`src/wrSortPkg.sv`:
```
/*
 * Write-response sorting shim, shared definitions
 * Widths, header layouts and response kinds used by the tagger,
 * the scoreboard, the sorter and the top level
 */
`default_nettype none

package wrSortPkg;

    // Metadata occupies the low word of every request and response header
    localparam int mdataWidth = 16;
    localparam int txHdrWidth = 48;
    localparam int rxHdrWidth = 20;

    // Default ring depth for the write scoreboard
    localparam int nEntriesDefault = 16;

    typedef logic [mdataWidth-1:0] tMdata;

    // Request header: line address above, user metadata below
    typedef struct packed {
        logic [txHdrWidth-mdataWidth-1:0] addr;
        tMdata                            mdata;
    } tTxHdr;

    // Response kind sits in the bits above the metadata
    typedef enum logic [rxHdrWidth-mdataWidth-1:0] {
        rspWrLine = 4'h1,
        rspFence  = 4'h4
    } tRspKind;

    typedef struct packed {
        tRspKind kind;
        tMdata   mdata;
    } tRxHdr;

endpackage

`default_nettype wire

```
`src/wrScoreboard.sv`:
```
/*
 * Write scoreboard
 * A ring of slots that is allocated strictly in order at the tail,
 * completed in any order by slot index, and released in order from
 * the head. Each slot holds a done bit and a metadata payload whose
 * type is chosen by the instantiating block.
 */
`timescale 1ns/1ns
`default_nettype none

module wrScoreboard
#(
    parameter int  nEntries = wrSortPkg::nEntriesDefault,
    parameter type tMeta    = wrSortPkg::tMdata
)
(
    input  logic                            clk,
    input  logic                            arstN,

    // Allocation port, driven by the request tagger
    input  logic                            allocEn,
    input  tMeta                            allocMeta,
    output logic [$clog2(nEntries)-1:0]     allocIdx,
    output logic [$clog2(nEntries+1)-1:0]   freeCount,

    // Completion port, driven by memory write responses
    input  logic                            doneEn,
    input  logic [$clog2(nEntries)-1:0]     doneIdx,

    // Head of the ring, consumed by the response sorter
    output logic                            headDone,
    output tMeta                            headMeta,
    input  logic                            headPop
);

    localparam int idxWidth = $clog2(nEntries);
    localparam int cntWidth = $clog2(nEntries+1);

    // ========================================
    // Ring state
    // ========================================

    // Oldest outstanding slot
    logic [idxWidth-1:0] headPtr;

    // Next slot to hand out
    logic [idxWidth-1:0] tailPtr;

    // Number of slots not yet allocated
    logic [cntWidth-1:0] freeCnt;

    // One done flag per slot, set by a completion and cleared on release
    logic [nEntries-1:0] doneBits;

    // Saved user metadata, indexed by slot
    tMeta metaMem [nEntries];

    // The tail pointer is the index offered to the next write
    assign allocIdx  = tailPtr;
    assign freeCount = freeCnt;

    // Both head outputs come straight from registers
    assign headDone = doneBits[headPtr];
    assign headMeta = metaMem[headPtr];

    // ========================================
    // Pointers and free count
    // ========================================

    // The ring depth is a power of two, so the pointers wrap on overflow
    always_ff @(posedge clk or negedge arstN)
    begin
        if (!arstN)
        begin
            headPtr <= '0;
            tailPtr <= '0;
        end
        else
        begin
            if (allocEn)
            begin
                tailPtr <= tailPtr + 1'b1;
            end
            if (headPop)
            begin
                headPtr <= headPtr + 1'b1;
            end
        end
    end

    // An allocation and a release in the same cycle leave the count as is
    always_ff @(posedge clk or negedge arstN)
    begin
        if (!arstN)
        begin
            freeCnt <= cntWidth'(nEntries);
        end
        else
        begin
            case ({allocEn, headPop})
                2'b10:   freeCnt <= freeCnt - 1'b1;
                2'b01:   freeCnt <= freeCnt + 1'b1;
                default: freeCnt <= freeCnt;
            endcase
        end
    end

    // ========================================
    // Done flags and metadata store
    // ========================================

    // Release clears the head flag before a completion is applied
    // A legal completion never targets the slot being released
    always_ff @(posedge clk or negedge arstN)
    begin
        if (!arstN)
        begin
            doneBits <= '0;
        end
        else
        begin
            if (headPop)
            begin
                doneBits[headPtr] <= 1'b0;
            end
            if (doneEn)
            begin
                doneBits[doneIdx] <= 1'b1;
            end
        end
    end

    // Metadata is captured at the tail when a slot is taken
    always_ff @(posedge clk)
    begin
        if (allocEn)
        begin
            metaMem[tailPtr] <= allocMeta;
        end
    end

endmodule

`default_nettype wire

```
`src/wrReqTagger.sv`:
```
/*
 * Write request tagger
 * Swaps the user metadata of each write for its scoreboard slot
 * index and forwards requests to memory in the same cycle. Builds
 * the user almost-full flag from the memory flag and the slot count.
 */
`timescale 1ns/1ns
`default_nettype none

module wrReqTagger
#(
    parameter int nEntries     = wrSortPkg::nEntriesDefault,
    parameter int minFreeSlots = 2
)
(
    input  logic                            clk,
    input  logic                            arstN,

    input  logic                            reqWrValid,
    input  logic                            reqFenceValid,
    input  wrSortPkg::tTxHdr                reqHdr,
    output logic                            reqAlmFull,

    output logic                            memWrValid,
    output logic                            memFenceValid,
    output wrSortPkg::tTxHdr                memHdr,
    input  logic                            memAlmFull,

    input  logic [$clog2(nEntries)-1:0]     allocIdx,
    input  logic [$clog2(nEntries+1)-1:0]   freeCount,
    output wrSortPkg::tMdata                allocMeta
);

    import wrSortPkg::*;

    // Registered slot-pressure part of the almost-full flag
    logic slotAlmFull;
    logic nearFull;

    // Requests pass through with no added latency
    assign memWrValid    = reqWrValid;
    assign memFenceValid = reqFenceValid;

    // The original metadata is parked in the scoreboard slot
    assign allocMeta = reqHdr.mdata;

    // Writes carry the slot index, fences keep their header untouched
    always_comb
    begin
        memHdr = reqHdr;
        if (reqWrValid)
        begin
            memHdr.mdata = tMdata'(allocIdx);
        end
    end

    // Look one allocation ahead so the flag rises on the same edge the
    // free count reaches the reserve, and pops are ignored to stay safe
    assign nearFull = int'(freeCount) <= minFreeSlots + int'(reqWrValid);

    always_ff @(posedge clk or negedge arstN)
    begin
        if (!arstN)
        begin
            slotAlmFull <= 1'b0;
        end
        else
        begin
            slotAlmFull <= nearFull;
        end
    end

    // Memory back-pressure passes straight through
    assign reqAlmFull = memAlmFull || slotAlmFull;

endmodule

`default_nettype wire

```
`src/wrRspSorter.sv`:
```
/*
 * Response sorter
 * Merges fence responses from memory with in-order write responses
 * released from the scoreboard head into one registered stream.
 * Fences win, since only the write path is buffered.
 */
`timescale 1ns/1ns
`default_nettype none

module wrRspSorter
#(
    parameter int nEntries = wrSortPkg::nEntriesDefault
)
(
    input  logic                clk,
    input  logic                arstN,

    // Pass-through responses from memory
    input  logic                memRspFenceValid,
    input  wrSortPkg::tRxHdr    memRspHdr,

    // Scoreboard head
    input  logic                headDone,
    input  wrSortPkg::tMdata    headMeta,
    output logic                headPop,

    // Response stream toward the user
    output logic                rspValid,
    output wrSortPkg::tRxHdr    rspHdr
);

    import wrSortPkg::*;

    // ========================================
    // Ring depth check
    // ========================================

    // The scoreboard pointers wrap by binary overflow, so the depth that
    // all three blocks share has to be a power of two
    if ((nEntries < 2) || ((nEntries & (nEntries - 1)) != 0))
    begin : gDepthCheck
        $error("wrRspSorter: nEntries must be a power of two");
    end

    // ========================================
    // Merge stage
    // ========================================

    // A done head is released only when no fence response claims the stage
    assign headPop = headDone && !memRspFenceValid;

    always_ff @(posedge clk or negedge arstN)
    begin
        if (!arstN)
        begin
            rspValid <= 1'b0;
        end
        else
        begin
            rspValid <= memRspFenceValid || headPop;
        end
    end

    // Header payload; only meaningful when rspValid is high
    always_ff @(posedge clk)
    begin
        if (memRspFenceValid)
        begin
            rspHdr <= memRspHdr;
        end
        else
        begin
            rspHdr.kind  <= rspWrLine;
            rspHdr.mdata <= headMeta;
        end
    end

endmodule

`default_nettype wire

```
`src/wrSortShim.sv`:
```
/*
 * Write-response ordering shim, top level
 * Tags writes with scoreboard slots on the way to memory and returns
 * write responses to the user in issue order with their metadata
 */
`timescale 1ns/1ns
`default_nettype none

module wrSortShim
#(
    parameter int nEntries     = wrSortPkg::nEntriesDefault,
    parameter int minFreeSlots = 2
)
(
    input  logic                clk,
    input  logic                arstN,

    // User side
    input  logic                reqWrValid,
    input  logic                reqFenceValid,
    input  wrSortPkg::tTxHdr    reqHdr,
    output logic                reqAlmFull,
    output logic                rspValid,
    output wrSortPkg::tRxHdr    rspHdr,

    // Memory side
    output logic                memWrValid,
    output logic                memFenceValid,
    output wrSortPkg::tTxHdr    memHdr,
    input  logic                memAlmFull,
    input  logic                memRspWrValid,
    input  logic                memRspFenceValid,
    input  wrSortPkg::tRxHdr    memRspHdr
);

    import wrSortPkg::*;

    localparam int idxWidth = $clog2(nEntries);
    localparam int cntWidth = $clog2(nEntries+1);

    logic [idxWidth-1:0] allocIdx;
    logic [cntWidth-1:0] freeCount;
    tMdata               allocMeta;
    logic [idxWidth-1:0] doneIdx;
    logic                headDone;
    tMdata               headMeta;
    logic                headPop;

    // Memory echoes the slot index in the low metadata bits
    assign doneIdx = memRspHdr.mdata[idxWidth-1:0];

    wrReqTagger #(.nEntries(nEntries), .minFreeSlots(minFreeSlots)) i_tagger (
        .clk, .arstN, .reqWrValid, .reqFenceValid, .reqHdr, .reqAlmFull,
        .memWrValid, .memFenceValid, .memHdr, .memAlmFull,
        .allocIdx, .freeCount, .allocMeta
    );

    // Every write sent to memory takes the slot at the tail
    wrScoreboard #(.nEntries(nEntries), .tMeta(tMdata)) i_scoreboard (
        .clk, .arstN, .allocEn(memWrValid), .allocMeta, .allocIdx, .freeCount,
        .doneEn(memRspWrValid), .doneIdx, .headDone, .headMeta, .headPop
    );

    wrRspSorter #(.nEntries(nEntries)) i_sorter (
        .clk, .arstN, .memRspFenceValid, .memRspHdr,
        .headDone, .headMeta, .headPop, .rspValid, .rspHdr
    );

endmodule

`default_nettype wire

```
`config.mk`:
```
export PLATFORM = sky130hd
export DESIGN_NAME = wrSortShim
export DESIGN_NICKNAME = d
export VERILOG_FILES = /design/src/wrSortPkg.sv /design/src/wrScoreboard.sv /design/src/wrReqTagger.sv /design/src/wrRspSorter.sv /design/src/wrSortShim.sv
export SDC_FILE = /design/constraint.sdc
export NUM_CORES = 1
export LEC_CHECK = 0
export ABC_CLOCK_PERIOD_IN_PS = 3200
export BUFFER_PORTS_ARGS = -buffer_cell sky130_fd_sc_hd__clkbuf_2
export CAP_MARGIN = 40
export CORE_MARGIN = 2
export CORE_UTILIZATION = 40
export CTS_BUF_LIST = sky130_fd_sc_hd__clkbuf_4
export DETAILED_ROUTE_END_ITERATION = 16
export GPL_TIMING_DRIVEN = 0
export PLACE_DENSITY = 0.59
export SETUP_SLACK_MARGIN = 0.05
export SLEW_MARGIN = 0
export SYNTH_ARGS = -nofsm -noshare
export SYNTH_HDL_FRONTEND = slang
export SYNTH_SLANG_ARGS = --single-unit
export TNS_END_PERCENT = 20
```
`constraint.sdc`:
```
create_clock -name clk -period 3.2 [get_ports clk]
set_input_delay 0.96 -clock clk [delete_from_list [all_inputs] [get_ports clk]]
set_output_delay 0.96 -clock clk [all_outputs]
set_load 0.03 [all_outputs]
```
==> results.toml, run 1 <==
[run_status]
status = "finished clean"

[synth]
synthCells = 689
postSynth.asyncResetShare_pct = 10.10
synth.most_common_cell = "edfxtp_1"
ys_seq_elements = 307
syn_area_per_cell_um2 = 18.15
synth_area_leaders = "edfxtp_1 61%, mux4_2 12%, dfrtp_1 6.0%, dfxtp_1 3.2%, buf_4 2.5%"
syn-cell-area_mm2 = 0.01250
syn_nets = 778
ys_warn_count = 0
synth_common_cells = "256 x edfxtp_1, 67 x mux4_2, 42 x buf_4, 30 x dfrtp_1, 30 x nor2b_1"
yosysTopAreaCell = "edfxtp_1"
netlist.area_leader.share_pct = 61.49
ys_seq_area_share_pct = 70.91
synth-edff-count = 256
yosysUniqueCellTypes = 45
synthFlopType = "edfxtp_1"

[clocking]
cts_sinks = 307
clkLatencyLatePin_ps = 730
cts-root-buf = "clkbuf_4"
h-tree-depth = 3
clk_pin_slew_ps = 70
hold_buffers = 0
cts_buffers = 81
cts_buffer_depth = 3
cts_tree = "done"

[route]
vias = 7164
wl_per_cell_um = 22.72
wl_mm = 31.12
via_per_inst = 5.229
postRouteAntennaNets = 0
dr.pass1.iters = 5
dr.first_iter.drc_count = 601
drcViolationCount = 0

[critical_path]
end_kind = "output port"
crit_fanout = 10
reg2reg_slack_ps = 210
cp-start-kind = "primary input"
crit_required_ps = 2240
critical_path_class = "primary input to output port"
crit_arrival_ps = 2120
r2r-start = "i_scoreboard.headPtr[0]"
r2r_end = "i_scoreboard.freeCount[4]"
reg2reg_depth = 15

[global_routing]
grt_pass1_vias = 7169
globalRouteTotalUtil_pct = 18.93
grt_pass1_wl_mm = 44.95
grt_overflow_total = 0
grt_max_degree = 22
grt_antenna_before_repair = 2

[pwr]
power.density_mw_per_mm2 = 875.3
vdd_drop_max_mv = 0.4673
total_leakage_power_uw = 0.005597

[floorplan]
die_h_um = 180.8
placementRows = 64
start_util_pct = 40.76
core_area_mm2 = 0.03067
io-pin-count = 147
dieWidth_um = 180.8
die-area_mm2 = 0.03269

[place]
hpwl_mm = 21.18
dp.cells = 1218
gp_congestion = 0.8037
numPortBuffers = 113

[finish]
postLayoutCoreUtil_pct = 49.14
layout-drive-gt1-share_pct = 42.34
finalNetCount = 998
instances_no_fill = 1370
synthToLayoutAreaGrowth_pct = 20.56
regArea_mm2 = 0.008865
multi_input_area_mm2 = 0.003154
nFillCells = 2657

[sta]
rsz0062_at_grt = "yes"
worst_slew_pin_slew_ps = 832.3
drv_slew = 0
relSlewSlack_pct = 44.51
period_needed_ps = 3080
post-route-period-util_pct = 96.26
max_freq_ghz = 0.3246
setup_viol = 0
hold_viol = 0
tns_ps = 0
clock_skew_ps = 62.66

[flow_run]
drv_cap = 0

[worst_hold_path]
worstHoldPathType = "primary input to async pin"
[worst max-delay path by stage]
stage / slack (ps) / cells past startpoint / from / endpoint
floorplan: 210 / 12 / memRspFenceValid / i_scoreboard.freeCount[4]
global placement: -320 / 13 / memRspFenceValid / i_scoreboard.freeCount[4]
detailed placement: -340 / 13 / memRspFenceValid / i_scoreboard.freeCount[4]
CTS: -10 / 13 / i_scoreboard.headPtr[0] / i_scoreboard.freeCount[4]
global route: 40 / 15 / i_scoreboard.headPtr[0] / i_scoreboard.freeCount[4]
finish: 120 / 4 / reqWrValid / memHdr[1]
[timing repair]
| item | CTS | global route |
|---|---|---|
| setup endpoints to repair | 5 | 4 |
| setup buffers | 0 | 4 |
| gates cloned | 0 | 0 |
| pin swaps | 0 | 3 |
| resized for setup | 5 | 9 |
[layer usage]
| layer | up-vias | global-route usage, % | routed length, um |
|---|---|---|---|
| met5 | - | 0 | 13 |
| met4 | 2 | 5.935 | 556 |
| met3 | 53 | 4.818 | 2744 |
| met2 | 364 | 29.48 | 14560 |
| met1 | 3604 | 26.26 | 13250 |
| li1 | 3141 | - | - |
[where the power goes]
group	total (uW)	internal, uW	switching (uW)
sequential	5210	4970	238
clock	3470	1860	1610
combinational	4520	1980	2540
total	13200	8810	4390
[flip-flops by register name (all words and copies together) (netlist names)]
name,cells
i_tagger.slotAlmFull,1
i_sorter.rspValid,1
i_scoreboard.doneBits,16
i_sorter.rspHdr,20
i_scoreboard.metaMem,256
i_scoreboard.allocIdx,4
i_scoreboard.headPtr,4
i_scoreboard.freeCount,5
[cells by family (layout without fill, tap and decap cells)]
kind of cell,count (synthesis),after routing,synth area share [%]
fa+ha+maj,14,14,1.461
mux,93,93,14.26
xor+xnor,10,10,0.7005
other cells,0,1,0
simple gates,107,107,4.754
buf+inv,90,374,4.133
compound gates,68,68,3.783
flops,307,307,70.91
[per-stage QoR]
step / worst slack, ps / power, uW / instance area (um2) / hold WS [ps]
after CTS: -13.17 / 13230 / 15020 / 150.3
after detailed placement: -337.9 / 9729 / 13930 / 467.9
after floorplan: 214.8 / 8258 / 12500 / 437.8
after global placement: -322.0 / 9554 / 13560 / 460.2
final: 119.7 / 13190 / 15070 / 179.4
after global routing: 43.06 / 13860 / 15070 / 179.5
[critical path: stages]
cell      delay [ps]
clkbuf_2         200
buf_2            340
mux2_2           420
clkbuf_2         190
[cells in the final DEF, fill, tap and decap left out, types with 2 or more instances in the layout]
master / n
buf_16: 6
clkbuf_4: 130
edfxtp_1: 256
a221oi_1: 15
dfrtp_1: 30
nor3b_1: 2
mux2i_1: 18
nor2_1: 5
buf_8: 12
mux2_2: 6
clkbuf_2: 115
nand2_1: 27
o21ai_0: 27
xor2_1: 4
or2_2: 2
nor2b_1: 30
clkbuf_1: 13
a21o_1: 2
a31oi_1: 2
nand3_1: 2
clkinv_1: 10
inv_6: 3
buf_2: 6
and2_1: 22
ha_1: 12
and3_1: 2
nand2b_1: 5
buf_6: 4
nand3b_1: 3
inv_1: 22
dfxtp_1: 20
mux4_2: 67
buf_4: 46
xnor2_1: 6
inv_2: 3
a211oi_1: 15
mux2_4: 2
[layout make-up]
cell class | count | area share [%]
antenna | 1 | 0.01660
buffer | 66 | 2.881
clock buffer | 130 | 6.475
clock inverter | 17 | 0.6309
inverter | 24 | 0.5977
multi-input combinational | 292 | 20.93
sequential | 307 | 58.82
tap | 396 | 3.287
timing repair buffer | 137 | 6.367
Power figures use the tool's default switching activity.
==> run 2: changes to the inputs <==
- SYNTH_HIERARCHICAL: unset -> 1
==> run 2 against run 1 <==
Effect of this change:
- utilization is 0.18 points higher
- sequential cell count is the same
- synthesized area grew 0.80%
- register-to-register slack got worse by 70 ps
- critical endpoint is now i_scoreboard/freeCount[3]
==> results.toml, run 2 <==
[run_status]
status = "finished clean"

[global_routing]
grt_use_met2_pct = 28.54
grt_max_degree = 32
grt_overflow_total = 0
use_met3_pct = 3.209
grt_antenna_before_repair = 1
grt_busiest_layer = "met2"
grt_pass1_vias = 7107
globalRouteTotalUtil_pct = 17.18
grt_pass1_wl_mm = 41.83
grtUsageMet1_pct = 22.32

[synth]
synth.most_common_cell = "edfxtp_1"
synth_area_leaders = "edfxtp_1 61%, mux4_2 7.7%, dfrtp_1 6.0%, mux4_1 5.2%, buf_4 3.2%"
netlist.area_leader.share_pct = 61.00
ys_seq_elements = 307
synthCells = 681
syn-cell-area_mm2 = 0.01260
synth_common_cells = "256 x edfxtp_1, 54 x buf_4, 43 x mux4_2, 34 x a22oi_1, 34 x o21ai_0"
synth-simple-area-share_pct = 3.842
syn_nets = 770
postSynth.asyncResetShare_pct = 10.10
synth_top_family_by_area = "multiplexers"
synth-edff-count = 256
synth_compound_area_share_pct = 3.882
yosysUniqueCellTypes = 37
ys_warn_count = 6
yosysTopAreaCell = "edfxtp_1"
ys_seq_area_share_pct = 70.34
synthXorXnorAreaFrac_pct = 0.6255
synthFlopType = "edfxtp_1"
syn_area_per_cell_um2 = 18.51
synthAdderAreaFrac_pct = 1.450
synthMuxAreaShare_pct = 14.97

[clocking]
cts_buffers = 83
h-tree-depth = 3
cts_tree = "done"
hold_buffers = 0
clkLatencyLatePin_ps = 700
cts_buffer_depth = 3
cts-root-buf = "clkbuf_4"
clk_pin_slew_ps = 70
cts_sinks = 307

[pwr]
power_switching_uw = 4271
seq_power_share_pct = 39.4
p_int_uw = 8884
total_leakage_power_uw = 0.005659
power.density_mw_per_mm2 = 865.1
power.total_uw = 13160
clkPwrFrac_pct = 26.6
vdd_drop_max_mv = 0.3204
switching_share_pct = 32.47
combPwrFrac_pct = 34.0

[route]
dr.pass1.iters = 4
vias = 7009
postRouteAntennaNets = 0
dr.first_iter.drc_count = 492
wl_per_cell_um = 20.44
wl_mm = 27.90
via_per_inst = 5.135
drcViolationCount = 0

[finish]
layout-drive-gt1-share_pct = 43.49
finalNetCount = 994
nFillCells = 2564
reg_top3 = "i_scoreboard/metaMem (256), i_sorter/rspHdr (20), i_scoreboard/doneBits (16)"
synthToLayoutAreaGrowth_pct = 20.67
final_common_cell = "edfxtp_1"
largest_reg_flops = 256
largest_register = "i_scoreboard/metaMem"
regArea_mm2 = 0.008865
final_cell_mix = "256 x edfxtp_1, 125 x clkbuf_4, 115 x clkbuf_2"
postLayoutCoreUtil_pct = 49.33
multi_input_area_mm2 = 0.003177
final_area_mm2 = 0.01521

[sta]
max_freq_ghz = 0.3265
hold_viol = 0
clock_skew_ps = 51.14
setup_viol = 0
relSlewSlack_pct = 44.28
period_needed_ps = 3063
worst_slew_pin_slew_ps = 835.8
post-route-period-util_pct = 95.72
tns_ps = 0
rsz0062_at_grt = "yes"
drv_slew = 0

[critical_path]
r2r-start = "i_scoreboard/headPtr[0]"
crit_required_ps = 3750
critical_path_class = "register to register"
crit_arrival_ps = 3620
reg2reg_slack_ps = 140
cp-start-kind = "register"
crit_fanout = 6
end_kind = "register"
reg2reg_depth = 14
r2r_end = "i_scoreboard/freeCount[3]"

[worst_hold_path]
worstHoldPathType = "primary input to async pin"

[place]
hpwl_mm = 18.34
numPortBuffers = 113
placed_cell_area_mm2 = 0.01394
gp_congestion = 0.7439

[flow_run]
drv_cap = 0

[floorplan]
start_util_pct = 40.88
placementRows = 64
core_area_mm2 = 0.03083
io-pin-count = 147
die-area_mm2 = 0.03294
dieWidth_um = 181.5
die_h_um = 181.5
run 2: changes by cell type in the layout (fill, tap and decap cells not counted), sizes merged, moves of 4 or more:
cell    change
nand2       +4
a22oi      +33
a211oi     -15
o21ai       +6
clkbuf      -8
inv        -17
clkinv      +7
nor2b      -15
mux2i      -17
o31ai       +4
buf        +20
mux2       +13
a221oi     -15
run 2: power groups by stage:
stage | clock, uW | sequential [uW] | combinational (uW)
finish | 3500 | 5180 | 4470
global route | 3840 | 5230 | 4820
CTS | 3600 | 5180 | 4340
detailed placement | 0 | 5260 | 4210
global placement | 0 | 5260 | 4090
floorplan | 0 | 5430 | 2680
run 2: cell families after synthesis:
logic type,count (synthesis)
AO/OA/AOI/OAI,77
XOR/XNOR,9
adder cells (fa/ha/maj),14
buffers and inverters,91
flip-flops,307
multiplexers,90
AND/OR/NAND/NOR,93
run 2: worst max path at each step:
stage	startpoint	end	slack, ps	cells after the start
after floorplan	i_scoreboard/headPtr[0]	i_scoreboard/freeCount[4]	190	12
after global placement	i_scoreboard/headPtr[1]	i_scoreboard/freeCount[4]	-680	12
after global routing	i_scoreboard/headPtr[0]	i_scoreboard/freeCount[3]	-10	14
after detailed placement	i_scoreboard/headPtr[1]	i_scoreboard/freeCount[4]	-730	12
after CTS	i_scoreboard/headPtr[3]	i_scoreboard/freeCount[4]	60	12
final	i_scoreboard/headPtr[0]	i_scoreboard/freeCount[3]	140	14
run 2: critical path: stages, from the launching register on:
cell	delay, ps
dfrtp_1	380
buf_6	170
buf_4	130
mux4_1	580
a22oi_2	220
nand2_1	90
nor2b_4	150
ha_2	230
inv_2	110
buf_4	130
ha_1	210
a21o_1	170
a21oi_2	150
xor2_1	150
o21ai_0	80
run 2: cell type report:
type | instances | share of cell area, %
inverters | 9 | 0.2221
multi-input cells | 283 | 20.89
clock inverters | 24 | 0.9709
flip-flops and latches | 307 | 58.29
plain buffers | 81 | 4.188
repair buffers | 140 | 6.039
well taps | 396 | 3.258
clock buffers | 124 | 6.121
diodes | 1 | 0.01646
run 2: routing by layer:
metal | part of all wire [%] | vias up | wire [um]
li1 | - | 3159 | -
met1 | 42 | 3538 | 11790
met2 | 49 | 268 | 13810
met3 | 6.0 | 44 | 1662
met4 | 2.3 | 0 | 635
met5 | 0 | - | 0
run 2: through the flow:
stage | hold slack [ps] | worst slack, ps | instances
5_1_grt | 388.5 | -13.23 | 1365
3_5_place_dp | 479.3 | -729.5 | 1207
3_3_place_gp | 471.8 | -683.5 | 1190
4_1_cts | 326.3 | 55.53 | 1361
6_report | 353.6 | 137.0 | 1365
2_1_floorplan | 438.2 | 187.0 | 681
run 2: timing repair:
action | 4_1_cts | 5_1_grt
pin swaps | 0 | 3
resized for setup | 17 | 21
buffers inserted | 6 | 4
setup endpoints to repair | 11 | 2
==> run 3: changes to the inputs <==
- ABC_AREA: unset -> 1
- PLACE_DENSITY: 0.59 -> 0.66
==> run 3 against run 2 <==
Effect of this change:
- die area increased by 13%
- critical path depth increased by 6
- non-clock buffer count increased by 15
- clock-buffer cell count decreased by 9
==> results.toml, run 3 <==
[global_routing]
grt_overflow_total = 0
grt_pass1_wl_mm = 56.59
grt_max_degree = 22
grt_antenna_before_repair = 1
globalRouteTotalUtil_pct = 20.56
grt_pass1_vias = 10280

[route]
vias = 10780
dr.pass1.iters = 5
wl_mm = 37.86
postRouteAntennaNets = 0
wl_per_cell_um = 16.50
drcViolationCount = 0
dr.first_iter.drc_count = 964
via_per_inst = 4.697

[sta]
tns_ps = 0
max_freq_ghz = 0.3417
relSlewSlack_pct = 52.33
post-route-period-util_pct = 91.47
clock_skew_ps = 37.53
rsz0062_at_grt = "no"
worst_slew_pin_slew_ps = 714.3
period_needed_ps = 2927
whs_ps = 211.4
setup_viol = 0
drv_slew = 0
hold_viol = 0

[synth]
synth_area_leaders = "edfxtp_1 54%, nand2_1 14%, inv_1 9.0%, dfrtp_1 5.2%, nand3_1 5.1%"
synth-edff-count = 256
netlist.area_leader.share_pct = 53.69
synth_common_cells = "548 x nand2_1, 345 x inv_1, 256 x edfxtp_1, 145 x nand3_1, 58 x buf_4"
syn_area_per_cell_um2 = 9.149
synth.most_common_cell = "nand2_1"
synthFlopType = "edfxtp_1"
ys_seq_elements = 307
ys_seq_area_share_pct = 61.92
synthCells = 1565
syn-cell-area_mm2 = 0.01432
syn_nets = 1654
yosysTopAreaCell = "edfxtp_1"
ys_warn_count = 6
postSynth.asyncResetShare_pct = 10.10
yosysUniqueCellTypes = 27

[clocking]
h-tree-depth = 3
cts_resized = 4
cts_tree = "done"
cts_sinks = 307
clkLatencyLatePin_ps = 690
cts_buffers = 78
hold_buffers = 0
cts_setup_buffers = 0
clk_pin_slew_ps = 70
cts-root-buf = "clkbuf_4"
cts_buffer_depth = 3

[pwr]
power.density_mw_per_mm2 = 862.2
total_leakage_power_uw = 0.008345
vdd_drop_max_mv = 0.5071

[flow_run]
drv_cap = 0

[critical_path]
crit_required_ps = 3810
crit_arrival_ps = 3540
reg2reg_depth = 20
end_kind = "register"
critical_path_class = "register to register"
cp-start-kind = "register"
crit_fanout = 10

[place]
gp_congestion = 0.8799
hpwl_mm = 26.11
numPortBuffers = 113

[floorplan]
die_h_um = 193.2
dieWidth_um = 193.2
die-area_mm2 = 0.03732
core_area_mm2 = 0.03540
placementRows = 69
io-pin-count = 147
start_util_pct = 40.45

[finish]
largest_register = "i_scoreboard/metaMem"
final_common_cell = "nand2_1"
largest_reg_flops = 256
reg_top3 = "i_scoreboard/metaMem (256), i_sorter/rspHdr (20), i_scoreboard/doneBits (16)"
finalNetCount = 1864
nFillCells = 3268
layout-drive-gt1-share_pct = 21.56
synthToLayoutAreaGrowth_pct = 18.19
final_cell_mix = "548 x nand2_1, 345 x inv_1, 256 x edfxtp_1"

[worst_hold_path]
worstHoldPathType = "primary input to async pin"

[run_status]
status = "finished clean"
## run 3: changes by cell type in the layout (fill, tap and decap cells not counted), moves of 14 or more
cell	delta
nor2_2	+18
nand2_1	+516
inv_1	+337
mux4_2	-44
nand3_1	+140
nor2b_1	-14
mux4_1	-24
and2_1	-20
buf_2	+20
a22oi_1	-32
mux2_2	-17
nor2_1	+14
## run 3: worst paths after layout
path,start,endpoint,slack (ps)
setup / recovery,i_scoreboard/headPtr[0],i_scoreboard/freeCount[4],270
hold / removal,arstN,i_scoreboard/allocIdx[3],210
setup reg to reg,i_scoreboard/headPtr[0],i_scoreboard/freeCount[4],270
hold reg to reg,i_scoreboard/freeCount[4],i_scoreboard/freeCount[4],490
max in group asynchronous,arstN,i_scoreboard/headPtr[0],2540
min in group clk,memRspHdr[12],i_sorter/rspHdr[12],480
## run 3: worst max-delay path, cell delays in order (launching register included)
cell	delay [ps]
dfrtp_2	450
clkbuf_4	210
clkbuf_4	230
nand2_1	90
nand3_1	70
nand2_1	80
nand2_1	50
nand2_1	90
inv_1	40
nand2_1	50
inv_1	80
nor2_4	190
ha_1	220
inv_1	100
ha_1	320
or2_2	310
nand2_1	70
nand2b_1	50
nand2_1	50
nand2_1	40
nand2_1	50
## run 3: stage by stage
stage               area, um2  cells  utilization (%)  total power [uW]  setup WS (ps)
finish                  16920   2295            47.81             14590          273.1
floorplan               14320   1565                -              8874          535.2
CTS                     16850   2293            47.60             14500          136.8
global route            16920   2294            47.80             15500          56.04
detailed placement      15760   2156            44.51             10850         -177.7
global placement        15460   2139            43.68             10630         -424.0
## run 3: cell families (layout without fill, tap and decap cells)
family                     after synthesis  after routing  synth area share (%)
AOI/OAI and AO/OA                       40             40                 1.573
xor gates and xnor gates                 8              8                0.4894
adders and majority gates               14             14                 1.276
buffers and inverters                  457            724                 13.89
DFF                                    307            307                 61.92
other                                    0              2                     0
and+or+nand+nor                        739            739                 20.85
## run 3: power by group
group	leakage [uW]	switching [uW]	internal (uW)
combinational	0.00488	4030	1730
clock	0.000637	1550	2050
sequential	0.00283	271	4960
total	0.00834	5860	8730
## run 3: cell type report
cell class | count | area [um2] | area share, %
flip-flops and latches | 307 | 8866 | 52.39
multi-input cells | 801 | 3516 | 20.78
inverters | 351 | 1318 | 7.786
clock buffers | 115 | 863.3 | 5.102
repair buffers | 130 | 822.0 | 4.858
plain buffers | 106 | 733.2 | 4.333
well taps | 461 | 576.8 | 3.408
clock inverters | 22 | 222.7 | 1.316
diodes | 2 | 5.005 | 0.02957
## run 3: per-layer routing
metal	GRT usage (%)	part of all wire, %	wire [um]
met5	0	0	0
met4	9.353	3.5	1312
met3	3.837	8.4	3173
met2	33.42	47	17770
met1	26.81	41	15600
